===== src/common/sampler_pkg.sv =====
package sampler_pkg;

    // memory layout: sixteen equal chunks
    localparam logic [4:0] num_slots = 5'd16;
    // slot index width
    localparam int slot_w = 4;

    // pads per page, two pages cover all chunks
    localparam logic [3:0] num_pads = 4'd8;
    localparam int pad_w = 3;

    // chunk address width seen by the audio engines
    localparam int addr_w = 23;

    // slot index sits at the top of the address, bits 22..19
    localparam logic [4:0] chunk_shift = 5'd19;

    // record target when the switch bank is not one-hot
    localparam logic [22:0] rec_default_addr = 23'h020000;

    // unarmed overlay marker
    // odd value, so never a chunk base
    localparam logic [22:0] store_idle_addr = 23'd1;

    // mode machine encodings
    localparam int mode_w = 2;
    localparam logic [1:0] mode_idle = 2'd0;
    localparam logic [1:0] mode_rec = 2'd1;
    localparam logic [1:0] mode_play = 2'd2;
    localparam logic [1:0] mode_mix = 2'd3;

    // panel buttons on the gpio header
    localparam logic [3:0] gpio_rec = 4'd11;
    localparam logic [3:0] gpio_play = 4'd10;
    localparam logic [3:0] gpio_mix = 4'd9;
    localparam logic [3:0] gpio_stop = 4'd8;

    // eighth pad lives apart from the rest
    // pads 0..6 are gpio 0..6
    localparam logic [3:0] gpio_pad_hi = 4'd13;

endpackage

===== src/verilog/sampler_top.sv =====
`timescale 1ns/1ps

module sampler_top (
    input  logic                           i_clk,
    input  logic                           i_rst,
    input  logic [17:0]                    sw,
    input  logic [13:0]                    gpio,
    input  logic                           record_done,
    input  logic                           play_done,
    input  logic                           mix_done,
    output logic [sampler_pkg::mode_w-1:0] mode,
    output logic                           hex_page,
    output logic                           record_start,
    output logic                           record_stop,
    output logic [sampler_pkg::addr_w-1:0] record_select,
    output logic                           play_start,
    output logic                           play_stop,
    output logic [sampler_pkg::addr_w-1:0] play_select,
    output logic [sampler_pkg::addr_w-1:0] play_overlay_select,
    output logic                           play_record,
    output logic [1:0]                     play_speed,
    output logic                           mix_start,
    output logic                           mix_stop,
    output logic [16:0]                    mix_num,
    output logic [sampler_pkg::addr_w-1:0] mix_overlay_select,
    output logic [15:0]                    mix_loop
);

    logic                          slot_valid;
    logic [sampler_pkg::slot_w-1:0] slot_idx;
    logic                          pad_valid;
    logic [sampler_pkg::pad_w-1:0]  pad_idx;
    // pad 7 comes from gpio 13, pads 0..6 from gpio 6..0
    logic [sampler_pkg::num_pads-1:0] pads;

    assign pads = {gpio[sampler_pkg::gpio_pad_hi], gpio[6:0]};

    // chunk switches sw[15:0]
    slot_switch_decoder u_slot_switch_decoder (
        .sw_bank    (sw[sampler_pkg::num_slots-1:0]),
        .slot_valid (slot_valid),
        .slot_idx   (slot_idx)
    );

    pad_decoder u_pad_decoder (
        .pads      (pads),
        .pad_valid (pad_valid),
        .pad_idx   (pad_idx)
    );

    // speed shares sw[15] with the top chunk switch
    mode_controller u_mode_controller (
        .i_clk               (i_clk),
        .i_rst               (i_rst),
        .rec_btn             (gpio[sampler_pkg::gpio_rec]),
        .play_btn            (gpio[sampler_pkg::gpio_play]),
        .mix_btn             (gpio[sampler_pkg::gpio_mix]),
        .stop_btn            (gpio[sampler_pkg::gpio_stop]),
        .slot_valid          (slot_valid),
        .slot_idx            (slot_idx),
        .pad_valid           (pad_valid),
        .pad_idx             (pad_idx),
        .speed_sw            (sw[16:15]),
        .loop_sw             (sw[15:0]),
        .record_done         (record_done),
        .play_done           (play_done),
        .mix_done            (mix_done),
        .mode                (mode),
        .hex_page            (hex_page),
        .record_start        (record_start),
        .record_stop         (record_stop),
        .record_select       (record_select),
        .play_start          (play_start),
        .play_stop           (play_stop),
        .play_select         (play_select),
        .play_overlay_select (play_overlay_select),
        .play_record         (play_record),
        .play_speed          (play_speed),
        .mix_start           (mix_start),
        .mix_stop            (mix_stop),
        .mix_num             (mix_num),
        .mix_overlay_select  (mix_overlay_select),
        .mix_loop            (mix_loop)
    );

endmodule


===== src/sampler_control/mode_controller.sv =====
`timescale 1ns/1ps

module mode_controller (
    input  logic                              i_clk,
    input  logic                              i_rst,
    // panel buttons
    input  logic                              rec_btn,
    input  logic                              play_btn,
    input  logic                              mix_btn,
    input  logic                              stop_btn,
    // decoded switch bank
    input  logic                              slot_valid,
    input  logic [sampler_pkg::slot_w-1:0]    slot_idx,
    // decoded pads
    input  logic                              pad_valid,
    input  logic [sampler_pkg::pad_w-1:0]     pad_idx,
    // raw switch fields
    input  logic [1:0]                        speed_sw,
    input  logic [15:0]                       loop_sw,
    // engine completion
    input  logic                              record_done,
    input  logic                              play_done,
    input  logic                              mix_done,
    output logic [sampler_pkg::mode_w-1:0]    mode,
    output logic                              hex_page,
    // record engine
    output logic                              record_start,
    output logic                              record_stop,
    output logic [sampler_pkg::addr_w-1:0]    record_select,
    // play engine
    output logic                              play_start,
    output logic                              play_stop,
    output logic [sampler_pkg::addr_w-1:0]    play_select,
    output logic [sampler_pkg::addr_w-1:0]    play_overlay_select,
    output logic                              play_record,
    output logic [1:0]                        play_speed,
    // mix engine
    output logic                              mix_start,
    output logic                              mix_stop,
    output logic [16:0]                       mix_num,
    output logic [sampler_pkg::addr_w-1:0]    mix_overlay_select,
    output logic [15:0]                       mix_loop
);

    // slot index to chunk base address
    function automatic logic [sampler_pkg::addr_w-1:0] chunk_base(
        input logic [sampler_pkg::slot_w-1:0] slot
    );
        logic [sampler_pkg::addr_w-1:0] base;
        base = '0;
        base[sampler_pkg::chunk_shift +: sampler_pkg::slot_w] = slot;
        return base;
    endfunction

    logic [sampler_pkg::mode_w-1:0] mode_next;
    logic page;
    logic page_next;
    // overlay store, armed bit plus address
    logic store_armed;
    logic store_armed_next;
    logic [sampler_pkg::addr_w-1:0] store_addr;
    logic [sampler_pkg::addr_w-1:0] store_addr_next;

    // page bit picks upper or lower eight chunks
    logic [sampler_pkg::slot_w-1:0] active_slot;
    logic [sampler_pkg::addr_w-1:0] active_base;
    logic [sampler_pkg::addr_w-1:0] switch_base;
    // pad names the chunk already armed as overlay
    logic slot_blocked;

    assign active_slot = {page, pad_idx};
    assign active_base = chunk_base(active_slot);
    assign switch_base = chunk_base(slot_idx);
    assign slot_blocked = store_armed && (store_addr == active_base);

    assign hex_page = page;

    always_ff @(posedge i_clk or posedge i_rst) begin
        if (i_rst) begin
            mode <= sampler_pkg::mode_idle;
            page <= 1'b0;
            store_armed <= 1'b0;
            store_addr <= '0;
        end else begin
            mode <= mode_next;
            page <= page_next;
            store_armed <= store_armed_next;
            store_addr <= store_addr_next;
        end
    end

    always_comb begin
        // hold state, all strobes low
        mode_next = mode;
        page_next = page;
        store_armed_next = store_armed;
        store_addr_next = store_addr;
        record_start = 1'b0;
        record_stop = 1'b0;
        record_select = '0;
        play_start = 1'b0;
        play_stop = 1'b0;
        play_select = '0;
        play_overlay_select = '0;
        play_record = 1'b0;
        play_speed = 2'b00;
        mix_start = 1'b0;
        mix_stop = 1'b0;
        mix_num = '0;
        mix_overlay_select = '0;
        mix_loop = '0;

        case (mode)
            sampler_pkg::mode_idle: begin
                // mix wins over play, play over record
                if (mix_btn) begin
                    mode_next = sampler_pkg::mode_mix;
                end else if (play_btn) begin
                    mode_next = sampler_pkg::mode_play;
                end else if (rec_btn) begin
                    mode_next = sampler_pkg::mode_rec;
                end
                // overlay follows the switch bank while idle
                if (slot_valid) begin
                    store_armed_next = 1'b1;
                    store_addr_next = switch_base;
                end else begin
                    store_armed_next = 1'b0;
                    store_addr_next = sampler_pkg::store_idle_addr;
                end
            end

            sampler_pkg::mode_rec: begin
                if (slot_valid) begin
                    record_select = switch_base;
                    record_start = 1'b1;
                end else begin
                    // no chunk picked, park on the default target
                    record_select = sampler_pkg::rec_default_addr;
                end
                record_stop = stop_btn;
                if (record_done) begin
                    mode_next = sampler_pkg::mode_idle;
                end
            end

            sampler_pkg::mode_play: begin
                if (pad_valid) begin
                    play_select = active_base;
                    // overlay chunk is not replayed as the main track
                    play_start = !slot_blocked;
                end
                // armed overlay records alongside playback
                if (store_armed) begin
                    play_overlay_select = store_addr;
                    play_record = 1'b1;
                end
                play_speed = speed_sw;
                play_stop = stop_btn;
                if (play_done) begin
                    mode_next = sampler_pkg::mode_idle;
                end
                // record button doubles as page flip
                if (rec_btn) begin
                    page_next = !page;
                end
            end

            sampler_pkg::mode_mix: begin
                mix_start = 1'b1;
                // one mask bit per chunk
                if (pad_valid && !slot_blocked) begin
                    mix_num[active_slot] = 1'b1;
                end
                // bit 16 flags the overlay track
                if (store_armed) begin
                    mix_num[16] = 1'b1;
                    mix_overlay_select = store_addr;
                end
                mix_loop = loop_sw;
                mix_stop = stop_btn;
                if (mix_done) begin
                    mode_next = sampler_pkg::mode_idle;
                end
                if (rec_btn) begin
                    page_next = !page;
                end
            end
        endcase
    end

endmodule


===== src/verilog/pad_decoder.sv =====
`timescale 1ns/1ps

module pad_decoder (
    input  logic [sampler_pkg::num_pads-1:0] pads,
    output logic                             pad_valid,
    output logic [sampler_pkg::pad_w-1:0]    pad_idx
);

    // one-hot pad patterns, anything else is a chord or nothing
    always_comb begin
        pad_valid = 1'b1;
        pad_idx = '0;
        case (pads)
            8'b0000_0001: begin
                pad_idx = 3'd0;
            end
            8'b0000_0010: begin
                pad_idx = 3'd1;
            end
            8'b0000_0100: begin
                pad_idx = 3'd2;
            end
            8'b0000_1000: begin
                pad_idx = 3'd3;
            end
            8'b0001_0000: begin
                pad_idx = 3'd4;
            end
            8'b0010_0000: begin
                pad_idx = 3'd5;
            end
            8'b0100_0000: begin
                pad_idx = 3'd6;
            end
            8'b1000_0000: begin
                // the pad wired from gpio 13
                pad_idx = 3'd7;
            end
            default: begin
                // no pad or several at once
                pad_valid = 1'b0;
            end
        endcase
    end

endmodule


===== src/verilog/slot_switch_decoder.sv =====
`timescale 1ns/1ps

module slot_switch_decoder (
    input  logic [sampler_pkg::num_slots-1:0] sw_bank,
    output logic                              slot_valid,
    output logic [sampler_pkg::slot_w-1:0]    slot_idx
);

    // at least one switch up
    logic seen;
    // a second switch found
    logic multi;
    // position of the last switch found
    logic [sampler_pkg::slot_w-1:0] idx;

    // scan the bank, flag anything that is not one-hot
    always_comb begin
        seen = 1'b0;
        multi = 1'b0;
        idx = '0;
        for (int i = 0; i < sampler_pkg::num_slots; i++) begin
            if (sw_bank[i]) begin
                if (seen) begin
                    multi = 1'b1;
                end
                seen = 1'b1;
                idx = i[sampler_pkg::slot_w-1:0];
            end
        end
    end

    // exactly one switch
    assign slot_valid = seen && !multi;

    // index forced to zero when invalid
    assign slot_idx = slot_valid ? idx : '0;

endmodule


===== config.mk =====
export PLATFORM = sky130hd
export DESIGN_NAME = sampler_top
export DESIGN_NICKNAME = d
export VERILOG_FILES = /design/src/common/sampler_pkg.sv /design/src/verilog/sampler_top.sv /design/src/sampler_control/mode_controller.sv /design/src/verilog/pad_decoder.sv /design/src/verilog/slot_switch_decoder.sv
export SDC_FILE = /design/constraint.sdc
export NUM_CORES = 1
export LEC_CHECK = 0
export BUFFER_PORTS_ARGS = -buffer_cell sky130_fd_sc_hd__buf_2
export CAP_MARGIN = 20
export CORE_UTILIZATION = 40
export CTS_CLUSTER_DIAMETER = 60
export DETAILED_ROUTE_END_ITERATION = 8
export PLACE_DENSITY_LB_ADDON = 0.08
export SYNTH_ARGS = -nofsm -noshare
export SYNTH_HDL_FRONTEND = slang
export SYNTH_SLANG_ARGS = --single-unit
export TNS_END_PERCENT = 10

===== constraint.sdc =====
create_clock -name i_clk -period 3.1 [get_ports i_clk]
set_input_delay 0.62 -clock i_clk [delete_from_list [all_inputs] [get_ports i_clk]]
set_output_delay 0.62 -clock i_clk [all_outputs]
set_load 0.005 [all_outputs]

After elaboration in Yosys (flattened, before gate mapping)
Index checks and enable logic that the tools add are counted.
{"block": "word_totals", "ff_bits": 27, "latchBits": 0, "ramBits": 0, "rom_bits": 0, "input_bits": 37, "elab_cells": 129, "mem_count": 0}
{"block": "classes", "n_addsub": 0, "n_mul": 0, "n_div": 0, "magnitude_cmp": 2, "eq_ne": 16, "n_shift": 0, "mux": 95, "n_bitwise": 0, "n_reduce_logical": 12}
{"operator": "$mux W23", "count": 8}
{"operator": "$mux W1", "count": 60}
{"operator": "$mux W16", "count": 2}
{"operator": "$mux W4", "count": 8}
{"operator": "$eq A23 B23 Y1", "count": 1}
{"operator": "$pmux W3 S7", "count": 1}
{"operator": "$mux W2", "count": 9}
{"operator": "$mux W17", "count": 1}
{"operator": "$mux W3", "count": 4}
{"operator": "$eq A8 B1 Y1 const B", "count": 1}
{"operator": "$eq A8 B2 Y1 const B", "count": 1}
{"operator": "$eq A8 B3 Y1 const B", "count": 1}
{"operator": "$eq A8 B4 Y1 const B", "count": 1}
{"operator": "$eq A8 B5 Y1 const B", "count": 1}
{"operator": "$eq A8 B6 Y1 const B", "count": 1}
{"operator": "$eq A8 B7 Y1 const B", "count": 1}
{"operator": "$eq A8 B8 Y1 const B", "count": 1}
{"operator": "$pmux W2 S4", "count": 1}
{"operator": "$reduce_or A8 Y1", "count": 1}
{"operator": "$lt A4 B6 Y1 const B", "count": 1}
{"operator": "$ne A2 B2 Y1 const B", "count": 3}
{"operator": "$demux W1 S4", "count": 1}
{"operator": "$eq A2 B2 Y1 const B", "count": 2}
{"operator": "$ge A4 B1 Y1 const B", "count": 1}
{"operator": "other kinds (8)", "count": 13}

Longest topological paths before layout
Gate-level depths: netlist of run 1.
{"block": "depth", "word_depth": 35, "ltp_mapped": 7, "ltp_nobuf": 6}

Cells and area by module
A second synthesis of run 1 with hierarchy kept.
{"block": "hier_totals", "cells_unflattened": 304, "hier_area_um2": 2188.3}
{"mod": "mode_controller", "instances": 1, "cells_each": 218, "area_per_inst_um2": 1645.3}
{"mod": "slot_switch_decoder", "instances": 1, "cells_each": 53, "area_per_inst_um2": 336.6}
{"mod": "pad_decoder", "instances": 1, "cells_each": 33, "area_per_inst_um2": 206.4}

Worst setup path after synthesis of run 1
No wires, ideal clock.
{"block": "synth_path", "kind": "input-to-output", "start": "input gpio[1]", "end": "output mix_num[11]", "arrival_time_ps": 2279, "slack_ps": 201, "cell_stages": 6, "path_buffers": 1, "path_cell_list": "or4_4 > or4_4 > and2_4 > buf_6 > xor2_4 > a31oi_1"}
{"block": "synth_via", "elab_chain_len": 8, "word_cells_on_any_way": 22, "classes_between": "order compare: 2; eq/ne: 9; mux: 6; reduce/logical: 5"}
{"element": "start, declared", "line": "sampler_top.sv:7", "source": "input logic [13:0] gpio,"}
{"element": "$eq A8 B8 Y1, or another cell as far along", "line": "pad_decoder.sv:13", "source": "case (pads)"}
{"element": "$pmux W3 S7", "line": "pad_decoder.sv:13"}
{"element": "$lt A4 B6 Y1 (not written as such), or another cell as far along", "line": "mode_controller.sv:173", "source": "mix_num[active_slot] = 1'b1;"}
{"element": "$logic_and A1 B1 Y1 (on tied branches)", "line": "mode_controller.sv:173, mode_controller.sv:74"}
{"element": "$mux W1 (not written as such) or $logic_not A1 Y1 (tied branches)", "line": "mode_controller.sv:173, mode_controller.sv:172"}
{"element": "$demux W1 S4 or $logic_and A1 B1 Y1 (tied branches)"}
{"element": "$mux W16 *", "line": "mode_controller.sv:172", "source": "if (pad_valid && !slot_blocked) begin"}
{"element": "$mux W17 *", "line": "mode_controller.sv:113", "source": "case (mode)"}
{"element": "end, declared", "line": "sampler_top.sv:24", "source": "output logic [16:0] mix_num,"}
Mark *: on every way between the ends. The rest lies on a longest branch, timed or not.

Final worst setup path of run 1
{"block": "layout_path", "start": "input sw[0]", "end": "output record_select[22] (netlist bit)"}
{"block": "layout_via", "elab_chain_len": 35, "word_cells_on_any_way": 50, "classes_between": "mux: 48; reduce/logical: 2"}
{"element": "start, declared", "line": "sampler_top.sv:6", "source": "input logic [17:0] sw,"}
{"element": "$mux W1 *", "line": "slot_switch_decoder.sv:22", "source": "if (sw_bank[i]) begin"}
{"element": "$mux W1", "line": "slot_switch_decoder.sv:23", "source": "if (seen) begin"}
{"element": "$mux W1", "line": "slot_switch_decoder.sv:22"}
{"element": "$mux W1", "line": "slot_switch_decoder.sv:23"}
{"element": "$mux W1", "line": "slot_switch_decoder.sv:22"}
{"element": "$mux W1", "line": "slot_switch_decoder.sv:23"}
{"element": "$mux W1", "line": "slot_switch_decoder.sv:22"}
{"element": "$mux W1", "line": "slot_switch_decoder.sv:23"}
{"element": "(+19 left out)"}
{"element": "$mux W1", "line": "slot_switch_decoder.sv:23"}
{"element": "$mux W1", "line": "slot_switch_decoder.sv:22"}
{"element": "$mux W1", "line": "slot_switch_decoder.sv:23"}
{"element": "$mux W1", "line": "slot_switch_decoder.sv:22"}
{"element": "$logic_not A1 Y1", "line": "slot_switch_decoder.sv:33", "source": "assign slot_valid = seen && !multi;"}
{"element": "$logic_and A1 B1 Y1 *", "line": "slot_switch_decoder.sv:33"}
{"element": "$mux W23 *", "line": "mode_controller.sv:134", "source": "if (slot_valid) begin"}
{"element": "$mux W23 *", "line": "mode_controller.sv:113"}
{"element": "end, declared", "line": "sampler_top.sv:15", "source": "output logic [sampler_pkg::addr_w-1:0] record_select,"}
Marked as above.

==> impl_metrics.py, run 1 <==
metrics = {
    "run_status": {
        "status": "complete, but fails checks",
        "violations": "setup timing",
    },
    "place": {
        "gp_congestion": 0.859,
        "io_buffers": 97,
        "post-dp-hpwl_um": 4690,
    },
    "die": {
        "start_util_pct": 42.9,
        "die_h_um": 74.3,
        "die_x_um": 74.3,
        "pin_count": 174,
        "dieArea_mm2": 0.00553,
        "fp-row-count": 25,
        "core_area_mm2": 0.00488,
    },
    "logic_synthesis": {
        "syn_inst": 299,
        "yosysMostFrequentCell": "buf_4",
        "synth_edf_count": 0,
        "synth_warnings": 0,
        "syn_area_per_cell_um2": 7.00,
        "ys_ff_latch": 9,
        "ys_top_cells_by_count": "buf_4, nand2_1, nor2_1, and3_1, inv_1",
        "yosys.area.top_type": "buf_4",
        "syn-cell-area_mm2": 0.00209,
        "synth_top_area_share_pct": 26.2,
        "yosysUniqueCellTypes": 53,
        "ys_seq_area_share_pct": 10.8,
        "ys.flop_type": "dfrtp_1",
        "postSynth.asyncResetShare_pct": 100,
        "yosys-top-cells-area": "buf_4, dfrtp_1, and3_1",
    },
    "sta": {
        "slew_headroom_pct": 42.5,
        "fmax_mhz": 319,
        "grt_setup_unrepaired": "yes",
        "fin_ws_ns": -0.0314,
        "tns_ns": -0.0544,
        "tightest_slew_ns": 0.855,
        "drv_slew": 0,
        "min_period_over_period_pct": 101,
        "setup_viol": 2,
        "hold_viol": 0,
        "skew_ns": 0.00292,
        "fin_crit_ns": 3.13,
    },
    "worst_setup_path": {
        "slowest_delay_ns": 0.56,
        "slowest_stage": "or4_4",
        "crit_type": "in2out",
        "crit_buf_inv": 2,
        "path_cells": "buf_6, or4_4, or3_4, a221oi_4, o211ai_4, nor3_1, buf_2",
        "required_ns": 2.48,
        "arrival_ns": 2.51,
        "worstSetupEndpointType": "output port",
        "cp_top_family": "simple AND/OR/NAND/NOR gates",
        "start_kind": "input pin",
        "worstPathMaxFanout": 7,
    },
    "detailed_routing": {
        "routed_wirelength_um": 5850,
        "first_iter_violations": 85,
        "antenna_left": 0,
        "vias": 2302,
        "post_drt_wl_per_cell_um": 12.2,
        "drc": 0,
        "avgViaCountPerCell": 4.82,
        "dr.pass1.iters": 4,
    },
    "layout": {
        "drive_gt1_share_pct": 36.0,
        "diodes": 0,
        "n_fill_cell": 514,
        "area_delta_synth_final_pct": 26.7,
        "nets": 449,
    },
    "global_routing": {
        "grt_pass1_vias": 1935,
        "antenna_found_initial": 0,
        "grt_use_total_pct": 19.5,
        "grt_max_degree": 24,
        "grt_pass1_wl_um": 8550,
        "grt.overflow.total": 0,
    },
    "cts": {
        "clock-sinks": 9,
        "clockRootBuffer": "clkbuf_8",
        "clk_latency_ns": 0.24,
        "htree_num_levels": 1,
        "cts_buffers": 3,
        "clockBufferDepth": 2,
        "cts_tree": "done",
        "hold_buffers": 0,
        "path_clk_slew_ns": 0.04,
    },
    "power_and_ir_drop": {
        "p_int_mw": 0.430,
        "finalPower_mw": 0.812,
        "ir_worst_vdd_mv": 0.165,
        "power_frac_seq_pct": 19.9,
        "clockPowerShare_pct": 17.0,
        "comb_power_share_pct": 63.2,
        "leakage_nw": 1.48,
        "powerDensity_mw_per_mm2": 306,
        "switchingPower_mw": 0.382,
        "p_sw_share_pct": 47.0,
    },
    "run": {
        "max_cap_violations": 0,
    },
    "hold_path": {
        "hold_path_class": "in2async",
    },
}
[worst paths after layout]
check                                                   endpoint  cells past startpoint  slack, ns                             from
min in group i_clk               u_mode_controller.store_addr[0]                      1       0.56  u_mode_controller.store_addr[0]
max in group asynchronous       u_mode_controller.store_addr[20]                      2       2.53                            i_rst
worst min register to register   u_mode_controller.store_addr[0]                      1       0.56  u_mode_controller.store_addr[0]
worst min-delay path                  u_mode_controller.hex_page                      2       0.33                            i_rst
worst max-delay path                           record_select[22]                      7      -0.03                            sw[0]
worst max register to register  u_mode_controller.store_addr[22]                      3       1.76        u_mode_controller.mode[0]
[kinds of logic after synthesis]
group,Yosys count,share of synthesized area [%]
simple gates,119,31.4
other cells,1,0.179
compound gates,56,19.7
flops,9,10.8
buf+inv,102,31.9
fa+ha+maj,1,0.478
xor+xnor,10,5.08
mux,1,0.538
[power groups by stage]
stage	registers [mW]	logic (mW)	clock network, mW
final	0.161	0.513	0.138
after global routing	0.165	0.574	0.148
after CTS	0.162	0.507	0.137
after detailed placement	0.162	0.500	0
after global placement	0.161	0.496	0
after floorplan	0.156	0.363	0
[placed cells by master (no fill, tap or decap), types with 4 or more instances in the layout]
cell type and n:
buf_2 95, conb_1 73, buf_4 27, nor2_1 23, nand2_1 23, and3_1 20
inv_1 13, and2_1 10, o21ai_0 9, dfrtp_1 9, nor3_1 8, a31oi_1 8
a21oi_1 6, nor2b_1 6, a211oi_1 6, xnor2_1 5, or4_4 4, o31ai_1 4
nand2b_1 4, xor2_1 4
[layer usage]
layer	track usage (%)	vias up	share of wire, %
met5	0	-	0
met4	6.92	0	1.5
met3	2.30	7	7.8
met2	35.9	131	50
met1	23.2	1041	41
li1	-	1123	-
[worst register-to-register path, cell delays in order, from the launching register on]
cell and delay, ns:
dfrtp_1 0.37, buf_4 0.20, or2_2 0.41, o31ai_1 0.26
[sequential cells by signal, summed over array words and instances, names as in the netlist]
register                       cells
u_mode_controller.store_armed      1
u_mode_controller.hex_page         1
u_mode_controller.store_addr       5
u_mode_controller.mode             2
[timing repair]
action                     in CTS  in global routing
hold endpoints to repair        0                  0
setup endpoints to repair      12                 20
cloned                          0                  0
buffers inserted                1                  2
pin swaps                       6                  4
gates resized for setup         7                  9
[cell type report]
cell class              count  area [um^2]  area share (%)
well taps                  67         83.8            3.16
clock buffers               4         45.0            1.70
inverters                  13         48.8            1.84
multi-input cells         260         1540            58.0
repair buffers            125          712            26.8
flip-flops and latches      9          225            8.49
[stage by stage]
stage | hold WS [ns] | area [um^2] | cells | utilization (%) | worst slack [ns]
after global routing | 0.356 | 2650 | 478 | 54.4 | -0.103
after CTS | 0.342 | 2590 | 476 | 53.0 | -0.0438
after detailed placement | 0.553 | 2500 | 471 | 51.3 | -0.0776
final | 0.325 | 2650 | 478 | 54.4 | -0.0314
after floorplan | 0.448 | 2360 | 371 | - | 0.201
after global placement | 0.547 | 2500 | 471 | 51.3 | -0.0727
Power figures use the tool's default switching activity.
==> run 2, diff against run 1 <==
BUFFER_PORTS_ARGS = default   (was -buffer_cell sky130_fd_sc_hd__buf_2)
CORE_AREA = 2 2 68 70   (was default)
CORE_UTILIZATION = default   (was 40)
DIE_AREA = 0 0 70 72   (was default)
DONT_BUFFER_PORTS = 1   (was default)
==> run 2 against run 1 <==
Net effect: critical path depth shrank 1; global-route usage shrank 1.2 points; first-iteration DRC count grew 7.1%; the run now ends clean; setup slack gained 0.13 ns; clock power is essentially flat; critical endpoint is now record_select[19]; via count shrank 18%; wire length shrank 12%; largest cell class unchanged; sequential share of layout area grew 3.0 points; non-clock buffer count shrank 111; die area shrank 8.8%; clock skew shrank 0.0024 ns.
==> impl_metrics.py, run 2 (synthesized netlist as in run 1, its figures left out) <==
metrics = {
    "cts": {
        "clockRootBuffer": "clkbuf_8",
        "cts_resized": 0,
        "hold_buffers": 0,
        "htree_num_levels": 1,
        "cts_tree": "done",
        "clockBufferDepth": 2,
        "cts_buffers": 3,
        "clock-sinks": 9,
        "clk_latency_ns": 0.23,
        "path_clk_slew_ns": 0.04,
    },
    "layout": {
        "regMostFlops": "u_mode_controller.store_addr",
        "regArea_um2": 225,
        "n_fill_cell": 479,
        "final_cell_mix": "conb_1, nor2_1, nand2_1",
        "largest_reg_flops": 5,
        "fin_area_mm2": 0.00196,
        "drive_gt1_share_pct": 10.0,
        "final_common_cell": "conb_1",
        "area_delta_synth_final_pct": -6.34,
        "diodes": 0,
        "nets": 338,
        "multi_input_area_mm2": 0.00147,
        "largestRegisters": "u_mode_controller.store_addr x5, u_mode_controller.mode x2",
    },
    "detailed_routing": {
        "wl_met2_um": 2590,
        "avgViaCountPerCell": 5.34,
        "post_drt_wl_per_cell_um": 14.5,
        "routed_wirelength_um": 5120,
        "dr.max_layer_used": "met4",
        "met1_length_um": 2050,
        "vias": 1878,
        "drc": 0,
        "first_iter_violations": 91,
        "antenna_left": 0,
        "dr.pass1.iters": 4,
        "met3_length_um": 416,
    },
    "place": {
        "io_buffers": 0,
        "post-dp-hpwl_um": 4280,
        "placed_area_mm2": 0.00191,
        "gp_congestion": 0.953,
    },
    "worst_setup_path": {
        "arrival_ns": 2.38,
        "crit_type": "in2out",
        "slowest_delay_ns": 0.53,
        "worstSetupEndpointType": "output port",
        "cp_top_family": "compound AO/OA/AOI/OAI gates",
        "slowest_stage": "or4_4",
        "cp-startpoint": "sw[0]",
        "start_kind": "input pin",
        "crit_buf_inv": 1,
        "required_ns": 2.48,
        "timing.rr.start": "u_mode_controller.mode[0]",
        "path_cells": "or4_4, a211o_1, a221oi_2, o211ai_2, nor3_1, buf_4",
        "worstPathMaxFanout": 7,
    },
    "power_and_ir_drop": {
        "leakage_nw": 0.916,
        "powerDensity_mw_per_mm2": 342,
        "power_frac_seq_pct": 24.4,
        "p_int_mw": 0.346,
        "comb_power_share_pct": 55.2,
        "p_sw_share_pct": 48.4,
        "switchingPower_mw": 0.324,
        "ir_worst_vdd_mv": 0.166,
        "clockPowerShare_pct": 20.4,
    },
    "die": {
        "pin_count": 174,
        "start_util_pct": 49.1,
        "dieArea_mm2": 0.00504,
        "fp-row-count": 24,
        "die_h_um": 72,
        "core_area_mm2": 0.00426,
        "die_x_um": 70,
    },
    "run_status": {
        "status": "completed",
    },
    "sta": {
        "hold_viol": 0,
        "skew_ns": 0.000514,
        "tns_ns": 0,
        "fin_crit_ns": 3.00,
        "slew_headroom_pct": 64.5,
        "min_period_over_period_pct": 96.7,
        "setup_viol": 0,
        "drv_slew": 0,
        "holdWs_ns": 0.237,
        "grt_setup_unrepaired": "no",
        "fmax_mhz": 333,
        "tightest_slew_ns": 0.528,
    },
    "global_routing": {
        "antenna_found_initial": 0,
        "grt_max_degree": 24,
        "grt_pass1_vias": 1614,
        "grt_pass1_wl_um": 7580,
        "grt_use_total_pct": 18.2,
        "grt.overflow.total": 0,
    },
    "hold_path": {
        "hold_path_class": "in2async",
    },
    "run": {
        "max_cap_violations": 0,
    },
}
-- run 2: cell count changes in the layout (fill, tap and decap cells not counted), moves of 2 or more --
| cell | previous run | this run |
|---|---|---|
| a2111oi_0 | 1 | 3 |
| buf_2 | 95 | 0 |
| nor3_2 | 3 | 0 |
| buf_6 | 3 | 0 |
| nor3_1 | 8 | 11 |
| buf_4 | 27 | 14 |
-- run 2: repair_timing --
action                     CTS  global route
setup endpoints to repair    0             2
hold endpoints to repair     0             0
buffers inserted             0             1
-- run 2: final cells by class --
class | count | share of cell area [%]
Multi-Input combinational cell | 260 | 75.0
Timing Repair Buffer | 14 | 5.36
Sequential cell | 9 | 11.5
Clock buffer | 4 | 2.30
Tap cell | 52 | 3.32
Inverter | 13 | 2.49
-- run 2: per-layer routing --
layer / global-route usage [%] / vias up
li1: - / 901
met1: 21.5 / 868
met2: 34.3 / 104
met3: 2.92 / 5
met4: 5.13 / 0
met5: 0 / -
-- run 2: path summary, 6_finish.rpt --
path                                                     to  slack (ns)  cells after the start
max                                       record_select[19]        0.10                      6
min                              u_mode_controller.hex_page        0.24                      1
max reg2reg                u_mode_controller.store_addr[22]        1.76                      3
min reg2reg                 u_mode_controller.store_addr[0]        0.57                      1
max in group asynchronous  u_mode_controller.store_addr[20]        2.61                      1
min in group i_clk               u_mode_controller.hex_page        0.54                      2
-- run 2: per-stage QoR --
stage	std cells	power [mW]	util (%)	worst slack, ns
after floorplan	371	0.520	-	0.201
after global placement	347	0.532	44.7	0.0887
after CTS	351	0.675	45.8	0.0693
after detailed placement	347	0.536	44.7	0.0783
after global routing	352	0.730	46.0	0.00186
final	352	0.670	46.0	0.101
-- run 2: power by group through the flow --
stage          registers [mW]  clock network (mW)  logic, mW
5_1_grt                 0.169               0.147      0.415
3_5_place_dp            0.166                   0      0.371
3_3_place_gp            0.166                   0      0.366
6_report                0.163               0.137      0.370
2_1_floorplan           0.156                   0      0.363
4_1_cts                 0.164               0.139      0.372
==> run 3, diff against run 2 <==
CELL_PAD_IN_SITES_DETAIL_PLACEMENT = 0   (was default)
CELL_PAD_IN_SITES_GLOBAL_PLACEMENT = 1   (was default)
CORE_AREA = default   (was 2 2 68 70)
CORE_UTILIZATION = 42   (was default)
DIE_AREA = default   (was 0 0 70 72)
==> run 3 against run 2 <==
Net effect: via count shrank 0.59%; sequential power is essentially flat; global-route usage grew 0.44 points; fmax shrank 0.36%; highest routed layer unchanged.
==> impl_metrics.py, run 3 (synthesized netlist as in run 1, its figures left out) <==
metrics = {
    "run_status": {
        "status": "completed",
    },
    "worst_setup_path": {
        "arrival_ns": 2.39,
        "required_ns": 2.48,
        "start_kind": "input pin",
        "crit_type": "in2out",
        "worstSetupEndpointType": "output port",
        "worstPathMaxFanout": 5,
    },
    "power_and_ir_drop": {
        "leakage_nw": 0.918,
        "ir_worst_vdd_mv": 0.181,
        "power_frac_seq_pct": 24.5,
        "comb_power_share_pct": 56.8,
        "switchingPower_mw": 0.326,
        "clockPowerShare_pct": 18.7,
        "p_sw_share_pct": 48.6,
        "powerDensity_mw_per_mm2": 337,
        "p_int_mw": 0.345,
    },
    "sta": {
        "tns_ns": 0,
        "hold_viol": 0,
        "setup_viol": 0,
        "drv_slew": 0,
        "grt_setup_unrepaired": "no",
        "min_period_over_period_pct": 97.1,
        "skew_ns": 0.000676,
        "fin_ws_ns": 0.0905,
        "slew_headroom_pct": 62.5,
        "fin_crit_ns": 3.01,
        "fmax_mhz": 332,
        "tightest_slew_ns": 0.562,
    },
    "global_routing": {
        "grt_pass1_wl_um": 7810,
        "grt_use_total_pct": 18.7,
        "grt_max_degree": 24,
        "antenna_found_initial": 0,
        "grt_pass1_vias": 1578,
        "grt.overflow.total": 0,
    },
    "hold_path": {
        "hold_path_class": "in2async",
    },
    "layout": {
        "final_cell_mix": "conb_1, nor2_1, nand2_1",
        "regArea_um2": 225,
        "largest_reg_flops": 5,
        "fin_area_mm2": 0.00200,
        "area_delta_synth_final_pct": -4.66,
        "nets": 338,
        "diodes": 0,
        "multi_input_area_mm2": 0.00149,
        "drive_gt1_share_pct": 11.0,
        "final_common_cell": "conb_1",
        "largestRegisters": "u_mode_controller.store_addr x5, u_mode_controller.mode x2",
        "post-route-util_pct": 42.0,
        "regMostFlops": "u_mode_controller.store_addr",
        "n_fill_cell": 532,
        "fin_cells": 367,
    },
    "place": {
        "pre_cts_ws_ns": 0.0371,
        "io_buffers": 0,
        "placed_area_mm2": 0.00193,
        "dp.cells": 363,
        "gp_congestion": 0.928,
        "post-dp-hpwl_um": 4260,
    },
    "cts": {
        "clockRootBuffer": "clkbuf_8",
        "path_clk_slew_ns": 0.04,
        "cts_buffers": 3,
        "htree_num_levels": 1,
        "clockBufferDepth": 2,
        "hold_buffers": 0,
        "clk_latency_ns": 0.22,
        "cts_tree": "done",
        "clock-sinks": 9,
    },
    "die": {
        "pin_count": 174,
        "fp-row-count": 25,
        "core_area_mm2": 0.00475,
        "start_util_pct": 44.0,
        "die_x_um": 72.6,
        "die_h_um": 72.6,
        "dieArea_mm2": 0.00527,
    },
    "detailed_routing": {
        "routed_wirelength_um": 5180,
        "vias": 1867,
        "post_drt_wl_per_cell_um": 14.1,
        "drc": 0,
        "antenna_left": 0,
        "avgViaCountPerCell": 5.09,
        "dr.pass1.iters": 4,
        "first_iter_violations": 45,
    },
    "run": {
        "max_cap_violations": 0,
    },
}
[run 3: cell counts in the layout (fill, tap and decap cells not counted)]
Identical to the previous run, type by type.
[run 3: per-layer routing]
| layer | global-route usage [%] | part of all wire (%) |
|---|---|---|
| met2 | 32.0 | 46 |
| met1 | 24.4 | 45 |
| met5 | 0 | 0 |
| met3 | 4.01 | 8.7 |
| met4 | 3.27 | 0.66 |
[run 3: worst max-delay path, cell delays in order]
cell,delay (ns)
or4_4,0.53
or3_1,0.34
a221oi_2,0.32
o211ai_2,0.17
buf_4,0.18
nor3_1,0.23
[run 3: what timing repair did]
item	in CTS	in global routing
setup endpoints to repair	0	4
setup buffers	0	0
resized for setup	0	3
[run 3: per-stage QoR]
stage          total power [mW]  hold slack, ns
2_1_floorplan             0.520           0.448
3_3_place_gp              0.541           0.486
3_5_place_dp              0.547           0.484
4_1_cts                   0.676           0.247
5_1_grt                   0.735           0.269
6_report                  0.672           0.239
[run 3: final cells by class]
type	instances	area share (%)
Clock buffer	4	2.26
Inverter	13	2.45
Multi-Input combinational cell	260	74.5
Sequential cell	9	11.3
Tap cell	67	4.20
Timing Repair Buffer	14	5.27
[run 3: final timing paths]
| path | cells past startpoint | to | startpoint | slack, ns |
|---|---|---|---|---|
| max | 6 | record_select[19] | sw[0] | 0.09 |
| min | 1 | u_mode_controller.hex_page | i_rst | 0.24 |
| max reg2reg | 3 | u_mode_controller.store_addr[22] | u_mode_controller.mode[0] | 1.76 |
| min reg2reg | 1 | u_mode_controller.store_addr[0] | u_mode_controller.store_addr[0] | 0.57 |
| max in group asynchronous | 1 | u_mode_controller.store_addr[19] | i_rst | 2.62 |
| min in group i_clk | 2 | u_mode_controller.hex_page | gpio[11] | 0.56 |
[run 3: power by group through the flow]
stage	Clock (mW)	Combinational [mW]	Sequential (mW)
global placement	0	0.374	0.167
global route	0.136	0.430	0.169
detailed placement	0	0.380	0.167
CTS	0.130	0.381	0.165
floorplan	0	0.363	0.156
finish	0.126	0.381	0.165
